### config.mk
export PLATFORM = sky130hd
export DESIGN_NAME = zpu_disk_bridge
export DESIGN_NICKNAME = d
export VERILOG_FILES = /design/src/logic/disk_pkg.sv /design/src/logic/zpu_disk_bridge.sv
export VERILOG_INCLUDE_DIRS = /design/src /design/src/include
export SDC_FILE = /design/constraint.sdc
export NUM_CORES = 1
export LEC_CHECK = 0
export CORE_AREA = 2 2 79 81
export CTS_BUF_LIST = sky130_fd_sc_hd__clkbuf_16
export DETAILED_ROUTE_END_ITERATION = 7
export DIE_AREA = 0 0 81 83
export DONT_BUFFER_PORTS = 1
export HOLD_SLACK_MARGIN = 0.1
export PLACE_DENSITY = 0.62
export SLEW_MARGIN = 20
export SYNTH_ARGS = -nofsm -noshare
export SYNTH_HDL_FRONTEND = slang
export SYNTH_SLANG_ARGS = --single-unit
### constraint.sdc
create_clock -name clk_sys -period 1.7 [get_ports clk_sys]
set_clock_uncertainty 0.1 [all_clocks]
set_input_delay 0.255 -clock clk_sys [delete_from_list [all_inputs] [get_ports clk_sys]]
set_output_delay 0.255 -clock clk_sys [all_outputs]
set_load 0.01 [all_outputs]
### src/include/atari_io_defines.svh
// Sizing constants for the sector buffer, image slots and pointer emulation

`ifndef ATARI_IO_DEFINES_SVH
`define ATARI_IO_DEFINES_SVH

// ========================================
// Sector buffer
// ========================================

// One SD block per transfer
`define ATARI_IO_SECTOR_BYTES 512
`define ATARI_IO_BUF_AW 9

// ========================================
// Disk image slots
// ========================================

// D1 to D4, cart, XEX and boot image
`define ATARI_IO_SLOTS 7

// ========================================
// Pointer emulation
// ========================================

// Largest delta taken from a single mouse packet
`define ATARI_IO_MOUSE_STEP 10

// Saturation bounds of the emulated analog axes
`define ATARI_IO_AXIS_MIN (-128)
`define ATARI_IO_AXIS_MAX 127

`endif

### src/logic/disk_pkg.sv
// Disk bridge types: ZPU control and status, host buffer port, block requests, mount records

`include "atari_io_defines.svh"

package disk_pkg;

	// ========================================
	// ZPU side
	// ========================================

	// Strobes and selects coming out of the ZPU registers
	typedef struct packed {
		logic       lba_sel;
		logic       block_rd;
		logic       block_wr;
		logic [2:0] drive;
		logic       io_wr;
		logic       data_wr;
		logic       data_rd;
	} zpu_ctrl_t;

	// Status byte polled by the firmware, io_done sits in bit 0
	typedef struct packed {
		logic       readonly;
		logic [1:0] filetype;
		logic [2:0] fileno;
		logic       mounted;
		logic       io_done;
	} zpu_status_t;

	// ========================================
	// Host side
	// ========================================

	// Byte access from the SD block service into the sector buffer
	typedef struct packed {
		logic [`ATARI_IO_BUF_AW-1:0] addr;
		logic [7:0]                  wdata;
		logic                        we;
	} host_buf_t;

	// One request bit per slot, all slots share the LBA
	typedef struct packed {
		logic [`ATARI_IO_SLOTS-1:0] rd;
		logic [`ATARI_IO_SLOTS-1:0] wr;
		logic [31:0]                lba;
	} blk_req_t;

	typedef struct packed {
		logic [`ATARI_IO_SLOTS-1:0] mounted;
		logic                       readonly;
		logic [1:0]                 image_type;
		logic [31:0]                size;
	} mount_evt_t;

	// Latest mount as seen by the firmware
	typedef struct packed {
		logic [2:0]  fileno;
		logic [1:0]  filetype;
		logic        readonly;
		logic        toggle;
		logic [31:0] filesize;
	} mount_info_t;

endpackage

### src/logic/zpu_disk_bridge.sv
// ZPU disk bridge: strobe edge detection, buffer addressing, LBA register, block requests

`timescale 1ns/1ns

`include "atari_io_defines.svh"

module zpu_disk_bridge
	import disk_pkg::*;
(
	input  logic                        clk_sys,
	input  logic                        areset,
	input  zpu_ctrl_t                   ctrl_i,
	input  logic [31:0]                 wdata_i,
	input  mount_info_t                 mount_i,
	input  logic [7:0]                  buf_rdata_i,
	input  logic [`ATARI_IO_SLOTS-1:0]  sd_ack_i,
	output logic [`ATARI_IO_BUF_AW-1:0] buf_addr_o,
	output logic [7:0]                  buf_wdata_o,
	output logic                        buf_we_o,
	output blk_req_t                    req_o,
	output zpu_status_t                 status_o,
	output logic [31:0]                 rdata_o
);

	logic data_wr_q, data_wr_q2, wr_stb;
	logic data_rd_q;
	logic blk_rd_q, blk_rd_q2;
	logic blk_wr_q, blk_wr_q2;
	logic ack_q, ack_q2;
	logic busy, io_done;
	logic [`ATARI_IO_SLOTS-1:0] req_rd, req_wr;
	logic [31:0] lba_q;

	logic wr_rise, rd_fall, blk_rd_rise, blk_wr_rise, ack_any, ack_fall, drive_ok;

	// ========================================
	// Strobe sampling
	// ========================================

	always_ff @(posedge clk_sys) begin
		if (areset) begin
			data_wr_q  <= 1'b0;
			data_wr_q2 <= 1'b0;
			wr_stb     <= 1'b0;
			data_rd_q  <= 1'b0;
			blk_rd_q   <= 1'b0;
			blk_rd_q2  <= 1'b0;
			blk_wr_q   <= 1'b0;
			blk_wr_q2  <= 1'b0;
			ack_q      <= 1'b0;
			ack_q2     <= 1'b0;
		end else begin
			data_wr_q  <= ctrl_i.data_wr;
			data_wr_q2 <= data_wr_q;
			wr_stb     <= wr_rise;
			data_rd_q  <= ctrl_i.data_rd;
			blk_rd_q   <= ctrl_i.block_rd;
			blk_rd_q2  <= blk_rd_q;
			blk_wr_q   <= ctrl_i.block_wr;
			blk_wr_q2  <= blk_wr_q;
			ack_q      <= ack_any;
			ack_q2     <= ack_q;
		end
	end

	assign wr_rise     = data_wr_q & ~data_wr_q2;
	assign rd_fall     = data_rd_q & ~ctrl_i.data_rd;
	assign blk_rd_rise = blk_rd_q & ~blk_rd_q2;
	assign blk_wr_rise = blk_wr_q & ~blk_wr_q2;
	assign ack_any     = |sd_ack_i;
	assign ack_fall    = ack_q2 & ~ack_q;
	assign drive_ok    = ctrl_i.drive < 3'(`ATARI_IO_SLOTS);

	// ========================================
	// Buffer port and LBA
	// ========================================

	// Write word goes to the LBA when lba_sel is up, else its low byte to the buffer
	assign buf_we_o    = wr_stb & ~ctrl_i.lba_sel;
	assign buf_wdata_o = wdata_i[7:0];

	always_ff @(posedge clk_sys) begin
		if (wr_stb && ctrl_i.lba_sel) begin
			lba_q <= wdata_i;
		end
	end

	always_ff @(posedge clk_sys) begin
		if (areset) begin
			buf_addr_o <= '0;
		end else begin
			if (buf_we_o || rd_fall) begin
				buf_addr_o <= buf_addr_o + 1'b1;
			end
			// io_wr rewinds to the start of the sector
			if (ctrl_i.io_wr) begin
				buf_addr_o <= '0;
			end
		end
	end

	// ========================================
	// Block request handshake
	// ========================================

	always_ff @(posedge clk_sys) begin
		if (areset) begin
			req_rd  <= '0;
			req_wr  <= '0;
			io_done <= 1'b0;
			busy    <= 1'b0;
		end else begin
			// New requests only once the previous one has completed
			if (!busy && drive_ok) begin
				if (blk_rd_rise) begin
					req_rd[ctrl_i.drive] <= 1'b1;
					io_done              <= 1'b0;
					busy                 <= 1'b1;
				end else if (blk_wr_rise) begin
					req_wr[ctrl_i.drive] <= 1'b1;
					io_done              <= 1'b0;
					busy                 <= 1'b1;
				end
			end
			if (ack_any) begin
				req_rd <= '0;
				req_wr <= '0;
			end
			if (ack_fall) begin
				io_done <= 1'b1;
				busy    <= 1'b0;
			end
		end
	end

	assign req_o = '{rd: req_rd, wr: req_wr, lba: lba_q};

	// ========================================
	// ZPU read side
	// ========================================

	assign status_o = '{
		readonly: mount_i.readonly,
		filetype: mount_i.filetype,
		fileno:   mount_i.fileno,
		mounted:  mount_i.toggle,
		io_done:  io_done
	};

	assign rdata_o = ctrl_i.lba_sel ? mount_i.filesize : {24'd0, buf_rdata_i};

endmodule

==> results of run 1 <==
flip-flops by register name (all words and copies together) (netlist names):
signal and count:
io_done 1, blk_rd_q2 1, req_rd 7, data_rd_q 1, buf_addr_o 9, busy 1, data_wr_q 1, ack_q2 1
blk_wr_q2 1, lba_q 32, ack_q 1, data_wr_q2 1, wr_stb 1, blk_rd_q 1, req_wr 7, blk_wr_q 1
layout make-up:
class / count / area (um^2)
multi-input combinational: 128 / 821
clock buffer: 9 / 225
sequential: 67 / 1660
tap: 75 / 93.8
clock inverter: 7 / 73.8
fill: 478 / 2440
inverter: 1 / 3.75
antenna: 1 / 2.50
timing repair buffer: 50 / 495
layout by cell type, fill, tap and decap left out, types with 2 or more instances in the layout:
cell type and instances:
a21oi_1 17, a31oi_1 2, and2_1 24, buf_4 6, clkbuf_16 9, dfxtp_1 35, dlygate4sd3_1 43, edfxtp_1 32
inv_6 3, mux2_2 8, nand2_1 4, nand2b_1 3, nand4_1 2, nor2_1 24, nor2b_1 13, nor3_1 2
o2111ai_1 2, o21ai_0 5, or3_1 3, xor2_1 4
through the flow:
step           worst slack [ns]   util  hold slack [ns]  area [um^2]  cells
6_report                 0.0945  0.581            0.105         3380    338
5_1_grt                  0.0537  0.581            0.137         3380    338
4_1_cts                  0.0393  0.580            0.101         3370    337
3_5_place_dp              0.138  0.455            0.230         2650    278
3_3_place_gp              0.189  0.455            0.228         2650    278
2_1_floorplan             0.148      -            0.227         2660    220
worst paths after layout:
check | end | cells past startpoint | slack [ns]
max | ack_q | 4 | 0.09
min | req_wr[0] | 3 | 0.11
max reg2reg | buf_addr_o[5] | 4 | 0.25
min reg2reg | wr_stb | 1 | 0.28
cells by family after synthesis:
kind of cell,Yosys count,share of synthesized area
compound gates,30,0.0716
xor+xnor,4,0.0132
fa+ha+maj,1,0.00471
buf+inv,25,0.0664
flops,67,0.625
mux,8,0.0339
simple gates,85,0.185
what timing repair did:
item / 4_1_cts / 5_1_grt
hold buffers: 43 / 0
endpoints found under the hold margin: 51 / 0
gates resized for setup: 0 / 0
setup endpoints to repair: 0 / 1
routing by layer:
layer / wire [um] / GRT usage / share of wire / vias up
met1: 2200 / 0.193 / 0.35 / 827
met5: 0 / 0 / 0 / -
li1: - / - / - / 834
met4: 132 / 0.0955 / 0.021 / 0
met2: 3340 / 0.326 / 0.53 / 105
met3: 576 / 0.0761 / 0.092 / 14
power by group:
| part | switching [mW] | leakage, nW | internal [mW] |
|---|---|---|---|
| sequential | 0.0197 | 0.575 | 1.72 |
| combinational | 0.102 | 0.463 | 0.124 |
| clock | 0.697 | 0.144 | 1.14 |
worst reg2reg max path, stage by stage, from the launching register on:
cell and delay (ns):
dfxtp_1 0.30, and2b_1 0.25, o2111ai_4 0.18, or4_1 0.50, nand2_1 0.07
==> metrics, run 1 <==
status=finished clean; port bufs=0; area grow syn2layout=27.1%; clk buf depth=2; root buffer cell=clkbuf_16; critical path type=input pin to flip-flop; WP data arrival=approximately 1.7 ns; cell taking the most area after synthesis=edfxtp_1; Least-Margin Pin Slew=around 0.45 ns; CP max stage delay=~0.59 ns; syn avg cell area=12.1 um^2; Max Freq=623 MHz; relative slew slack=0.699; top-area cell type share of the netlist area=0.362; worst hold path class=input pin to flip-flop; vias=1780; largest net degree at the start of global routing=35; setup TNS=0 ns; Die X-Extent=81 um; Leak=about 1.2 nW; post-CTS setup buffer count=0; FF+latch count, synth=67; CP Launch Point=sd_ack_i[1]; worst r2r src=data_rd_q; Main synth FF type=dfxtp_1; Worst path slowest cell=dlygate4sd3_1; required time worst endpoint=1.80 ns; Congestion Overflow GR=0; vias in the first global route=1743; RD Place Congestion=about 0.74; count leader, synth=dfxtp_1; DR WL/cell=around 18 um; area of the die=6720 um^2; crit path capture type=flip-flop; Min Clock Period, post-route=around 1.6 ns; Synth top cells by count=35 x dfxtp_1, 32 x edfxtp_1, 25 x and2_1; Starting DRT DRC Count=53; initial core utilization=0.457; peak supply drop=around 860 uV; PwrDens=1130 nW/um^2; Synth Net Count=318; Setup crit start kind=input pin; Hold Violations, Final=0; Post-layout nets=355; cts bufs inserted=9; drt first pass iters=5; vias per inst=about 5.3; Total GRT Usage=0.189; synth top area cells=edfxtp_1 36%, dfxtp_1 26%, and2_1 5.9%, buf_4 4.5%, mux2_2 3.4%; FFs w/ async S/R, synth=0; antenna-violating nets left=0; Gate Count Post-Synth=220; total I/O pin count=201; clk sinks=67; sequential fraction of the synthesis area=0.625; initial antenna violation count=2; share of cells above drive strength 1=0.141; max_cap viols=0; Post-synth EDFFs=32; period utilization=0.944; Netlist cell types=35; Final Slew Violations=0; RSZ-0062 raised after global routing=no; Worst Path Max Fanout=2; synth warn=0; row count=28; critical path, cell by cell=dlygate4sd3_1 > nor4_4 > dlygate4sd3_1 > nor2_1; Core ar.=5820 um^2; WL final=6.25 mm; sum of buffers and inverters on the critical path=2; Setup violations, final=0; CP top delay family=buffers and inverters; DRC Markers=0; dpl hpwl=4.49 mm; first-pass GRT wire length=9.33 mm; H-tree depth=3; CP dominant cell by count=dlygate4sd3_1; Mapped Area=2660 um^2; worst skew pair latency=0.32 ns; Worst Hold Launch=ctrl_i[5]; Reg clk slew, reported paths=0.06 ns; CTS tree=yes; Die Ht=83 um; Total Power=approximately 3.8 mW
Power figures use the tool's default switching activity.
==> run 2: changes to the inputs <==
Settings changed: ABC_AREA set to 1, CORE_AREA 2 2 79 81 to 2 2 77 79, DIE_AREA 0 0 81 83 to 0 0 79 81, PLACE_DENSITY 0.62 to 0.69.
==> run 2 against run 1 <==
  * Sequential share of layout area decreased by 2.3 points
  * Final cell count increased by 32%
  * Global-route usage shrank 1.0 points
  * Clock-buffer cell count increased by 1
  * Critical path type unchanged
  * Non-clock buffer count shrank 5
  * Utilization rose by 4.4 points
  * Cell area increased by 5.0%
  * Clock power barely moved
  * First-iteration DRC count up 110%
  * Critical path depth increased by 3
  * Worst hold slack improved by 0.0064 ns
  * Sequential power hardly changed
  * Largest power group unchanged
==> metrics, run 2 <==
Hold Violations, Final=0 (unchanged); worst hold path class=input pin to flip-flop; # diodes=0 (-1); commonest non-fill, non-tap cell in the layout=nand2_1; root buffer cell=clkbuf_16; relative slew slack=0.684 (-0.0149); total I/O pin count=201 (unchanged); FFs w/ async S/R, synth=0 (unchanged); post-CTS setup buffer count=0 (unchanged); max reg flops=32 (unchanged); dpl hpwl=4.36 mm (-3.0%); share of cells above drive strength 1=0.0757 (-0.0655); GR peak layer=met2; max_cap viols=0 (unchanged); synth top area cells=edfxtp_1 34%, dfxtp_1 25%, nand2_1 11%, inv_1 9.2%, buf_4 4.5%; status=finished clean; area grow syn2layout=24.3%; largest net degree at the start of global routing=35 (unchanged); Core ar.=5680 um^2 (-2.4%); Netlist cell types=20 (-43%); Setup violations, final=0 (unchanged); Gate Count Post-Synth=333 (+51%); vias per inst=4.84 (-8.1%); count leader, synth=nand2_1; initial core utilization=0.502 (+0.0455); CTS tree=yes; Die Ht=81 um (-2.4%); vias=2154 (+21%); Final Slew Violations=0 (unchanged); met3 usage=0.0644 (-0.0116); vias in the first global route=1960 (+12%); fin util=0.625 (+0.0439); Synth top cells by count=81 x nand2_1, 70 x inv_1, 35 x dfxtp_1; critical path, cell by cell=dlygate4sd3_1 > inv_1 > nand2_1 > nand2_4 > nand3_1 > nor2_1 > nor2_1; Total GRT Usage=0.179 (-0.0105); Main synth FF type=dfxtp_1; CP dominant cell by count=nor2_1; Congestion Overflow GR=0 (unchanged); required time worst endpoint=1.81 ns (about the same); FF+latch count, synth=67 (unchanged); Max Freq=778 MHz (+25%); top flop regs=lba_q: 32 flops, buf_addr_o: 9 flops; grt met2 use=0.262 (-0.0642); area of the die=6400 um^2 (-4.8%); DRC Markers=0 (unchanged); period utilization=0.756 (-0.188); setup TNS=0 ns (unchanged); RSZ-0062 raised after global routing=no; PwrDens=1090 nW/um^2 (-3.5%); sequential fraction of the synthesis area=0.583 (-0.0425); met1 Use GR=0.244 (+0.0510); worst skew pair latency=0.31 ns (about the same); first-pass GRT wire length=8.89 mm (-4.7%); port bufs=0 (unchanged); Worst path slowest cell=dlygate4sd3_1; cts bufs inserted=9 (unchanged); crit path capture type=flip-flop; syn avg cell area=8.56 um^2 (-29%); WL final=6.07 mm (-3.0%); clk sinks=67 (unchanged); Reg clk slew, reported paths=0.05 ns (about the same); synth warn=0 (unchanged); Post-synth EDFFs=32 (unchanged); initial antenna violation count=0 (-2); sum of buffers and inverters on the critical path=2 (unchanged); leading cell types in the layout, fill and taps excluded=81 x nand2_1, 70 x inv_1, 40 x dlygate4sd3_1, 35 x dfxtp_1, 32 x edfxtp_1; peak supply drop=650 uV (-24%); Mapped Area=2850 um^2 (+7.3%); H-tree depth=3 (unchanged); Post-layout nets=463 (+30%); final-layout fill cell count=480 (+0.42%); cell taking the most area after synthesis=edfxtp_1; Synth Net Count=431 (+36%); Setup crit start kind=input pin; DR WL/cell=13.6 um (-26%); register with the most flip-flops=lba_q; CP max stage delay=0.54 ns (-0.05 ns); Worst Path Max Fanout=16 (+14); Min Clock Period, post-route=1.29 ns (-0.320 ns); Leak=1.55 nW (+31%); row count=28 (unchanged); Least-Margin Pin Slew=0.473 ns (+0.0247 ns); critical path type=input pin to flip-flop; WP data arrival=1.39 ns (-0.32 ns); CP top delay family=buffers and inverters; Starting DRT DRC Count=111 (+110%); clk buf depth=2 (unchanged); top-area cell type share of the netlist area=0.337 (-0.0246); Die X-Extent=79 um (-2.5%); RD Place Congestion=0.811 (+10%); antenna-violating nets left=0 (unchanged); drt first pass iters=5 (unchanged)
-- run 2: tightest hold or removal path, cell delays in order --
cell and delay (ns):
nand2_1 0.04, nor2_1 0.05, nand3_1 0.07, a21oi_1 0.06
-- run 2: kinds of logic (layout without fill, tap and decap cells) --
group | Yosys count | after routing | share of synthesized area
flops | 67 | 67 | 0.583
buf+inv | 96 | 133 | 0.158
fa+ha+maj | 1 | 1 | 0.00439
simple gates | 145 | 145 | 0.213
compound gates | 24 | 24 | 0.0421
-- run 2: path summary, 6_finish.rpt --
check | from | to | slack, ns | cells after the start
max | ctrl_i[0] | buf_addr_o[7] | 0.41 | 7
min | ctrl_i[5] | req_wr[6] | 0.11 | 4
max reg2reg | buf_addr_o[0] | buf_addr_o[8] | 0.47 | 6
min reg2reg | data_wr_q2 | wr_stb | 0.29 | 1
-- run 2: per-stage QoR --
| step | hold slack (ns) | instances | instance area (um^2) | setup slack, ns | power, mW |
|---|---|---|---|---|---|
| after floorplan | 0.233 | 333 | 2860 | 0.141 | 1.97 |
| after global placement | 0.226 | 388 | 2820 | 0.503 | 1.94 |
| after detailed placement | 0.227 | 388 | 2820 | 0.475 | 1.95 |
| after CTS | 0.100 | 445 | 3540 | 0.133 | 3.90 |
| after global routing | 0.143 | 445 | 3540 | 0.283 | 3.99 |
| final | 0.111 | 445 | 3540 | 0.415 | 3.86 |
-- run 2: area by class of cell --
cell class / count / area (um^2) / share of cell area
well taps: 75 / 93.8 / 0.0265
clock buffers: 10 / 250 / 0.0706
flip-flops and latches: 67 / 1660 / 0.469
clock inverters: 6 / 63.8 / 0.0180
repair buffers: 45 / 455 / 0.128
multi-input cells: 170 / 741 / 0.209
inverters: 72 / 279 / 0.0787
-- run 2: layer usage --
metal,vias to the layer above,wire [um]
li1,1065,-
met1,982,2650
met2,100,2800
met3,7,544
met4,0,70
met5,-,0
-- run 2: report_power, final --
part | switching, mW | leakage, nW | internal [mW]
registers | 0.0183 | 0.575 | 1.72
clock network | 0.636 | 0.155 | 1.22
logic | 0.144 | 0.823 | 0.112
-- run 2: repair_timing --
item,4_1_cts,5_1_grt
hold buffers,41,0
setup endpoints to repair,0,1
endpoints found under the hold margin,54,0
resized for setup,0,1
==> run 3: changes to the inputs <==
Settings changed: ABC_AREA 1 to 0, CORE_AREA 2 2 77 79 to 2 2 78 80, DIE_AREA 0 0 79 81 to 0 0 80 82, PLACE_DENSITY 0.69 to 0.61.
Clock period 1.7 ns to 1.3 ns, I/O delays scaled along.
==> run 3 against run 2 <==
  * The run now ends with negative hold slack left
  * First-iteration DRC count is 18% lower
  * Non-clock buffer count is 12 higher
  * Wire length is essentially flat
  * Largest cell class unchanged
==> metrics, run 3 (synthesized netlist as in run 1, its figures left out) <==
status=finished with violations; failing checks=negative hold slack; row count=28 (unchanged); RSZ-0062 raised after global routing=yes; Placed Area=2710 um^2 (-3.9%); placed instance count=285 (-27%); dpl hpwl=4.10 mm (-6.0%); worst skew pair latency=0.32 ns (about the same); clk sinks=67 (unchanged); max_cap viols=0 (unchanged); Total GRT Usage=0.175 (-0.00400); cts bufs inserted=9 (unchanged); largest net degree at the start of global routing=35 (unchanged); CTS tree=yes; total I/O pin count=201 (unchanged); Total Power=5.22 mW (+35%); CP max stage delay=0.37 ns (-0.17 ns); fin util=0.616 (-0.00892); Setup crit start kind=flip-flop; initial core utilization=0.463 (-0.0399); first-pass GRT wire length=8.47 mm (-4.8%); Setup violations, final=0 (unchanged); root buffer cell=clkbuf_16; H-tree depth=3 (unchanged); sum of buffers and inverters on the critical path=0 (-2); vias per inst=5.20 (+7.4%); initial antenna violation count=1 (+1); hold_buf cts=44 (+7.3%); Congestion Overflow GR=0 (unchanged); port bufs=0 (unchanged); # diodes=0 (unchanged); area grow syn2layout=33.1%; RD Place Congestion=0.918 (+13%); PwrDens=1480 nW/um^2 (+36%); max reg flops=32 (unchanged); fin cells=344 (-23%); Hold Violations, Final=5 (+5); Die Ht=82 um (+1.2%); Starting DRT DRC Count=91 (-18%); Worst path slowest cell=dfxtp_4; CP top delay family=simple AND/OR/NAND/NOR gates; peak supply drop=1020 uV (+58%); vias in the first global route=1688 (-14%); Critical Path Stages=4 (-3); antenna-violating nets left=0 (unchanged); worst hold path class=input pin to flip-flop; Critical Path End=buf_addr_o[8]; WP data arrival=1.45 ns (+0.06 ns); relative slew slack=0.731 (+0.0472); Min Clock Period, post-route=1.29 ns; Leak=1.25 nW (-20%); Worst R2R Setup Slack=0.005 ns (-0.46 ns); Die X-Extent=80 um (+1.3%); vias=1789 (-17%); critical path type=flip-flop to flip-flop; CP Launch Point=buf_addr_o[0]; DR WL/cell=17.6 um (+29%); WL final=6.07 mm (about the same); Worst Path Max Fanout=4 (-12); Final Slew Violations=0 (unchanged); crit path capture type=flip-flop; DRC Markers=0 (unchanged); post-CTS setup buffer count=0 (unchanged); register with the most flip-flops=lba_q; Core ar.=5750 um^2 (+1.2%); top flop regs=lba_q: 32 flops, buf_addr_o: 9 flops; Post-layout nets=362 (-22%); clk buf depth=2 (unchanged); Worst R2R End=buf_addr_o[8]; leading cell types in the layout, fill and taps excluded=43 x dlygate4sd3_1, 32 x edfxtp_1, 31 x dfxtp_1, 24 x and2_1, 23 x nor2_1; Least-Margin Pin Slew=0.404 ns (-0.0696 ns); Reg2Reg Depth=4 (-2); period utilization=0.996; required time worst endpoint=1.46 ns (-0.35 ns); area of the die=6560 um^2 (+2.5%); Max Freq=772 MHz; worst r2r src=buf_addr_o[0]; drt first pass iters=4 (-1); Reg clk slew, reported paths=0.06 ns (about the same); share of cells above drive strength 1=0.227 (+0.151); commonest non-fill, non-tap cell in the layout=dlygate4sd3_1; Fin Hold WS=-0.166 ns (-0.278 ns); critical path, cell by cell=ha_4 > nand4_1 > or3_1 > a21oi_2; post-route cell area=3540 um^2 (-0.21%)
[run 3: cell types whose count changed in the layout (fill, tap and decap cells not counted), sizes merged, moves of 10 or more]
cell / previous run / this run
and2: 0 / 25
buf: 4 / 14
inv: 73 / 5
nand2: 83 / 4
nand3: 23 / 0
nor2b: 0 / 14
[run 3: layout make-up]
type,count,area (um^2)
Clock buffer,9,225
Clock inverter,7,105
Multi-Input combinational cell,128,905
Fill cell,462,2210
Inverter,1,3.75
Timing Repair Buffer,57,536
Sequential cell,67,1670
Tap cell,75,93.8
[run 3: routing by layer]
metal	part of all wire	GRT usage	routed length, um
met4	0.014	0.0814	87
met1	0.42	0.227	2560
met3	0.092	0.0736	558
met5	0.0028	0	17
met2	0.47	0.253	2850
[run 3: worst min path at each step]
stage / end / depth (start not counted) / from / slack (ns)
final: busy / 1 / areset / -0.17
after global routing: busy / 1 / areset / -0.18
after global placement: blk_wr_q2 / 1 / areset / 0.17
after floorplan: ack_q2 / 1 / areset / 0.17
after CTS: io_done / 1 / areset / -0.17
after detailed placement: blk_rd_q / 1 / areset / 0.17
[run 3: through the flow]
step | worst slack, ns | setup TNS [ns]
final | 0.00528 | 0
after global routing | -0.0799 | -0.387
after CTS | 0.00566 | 0
after detailed placement | -0.152 | -1.92
after global placement | -0.133 | -1.81
after floorplan | -0.0980 | -0.980
[run 3: timing repair]
action | in CTS | in global routing
hold endpoints to repair | 61 | 6
pin swaps | 0 | 2
endpoints found under the setup margin | 1 | 14
gates resized for setup | 1 | 13
[run 3: where the power goes]
part | total [mW] | switching (mW) | internal [mW] | leakage [nW]
Combinational | 0.310 | 0.136 | 0.174 | 0.511
Clock | 2.63 | 0.921 | 1.71 | 0.159
Sequential | 2.28 | 0.0302 | 2.25 | 0.577
Total | 5.22 | 1.09 | 4.14 | 1.25
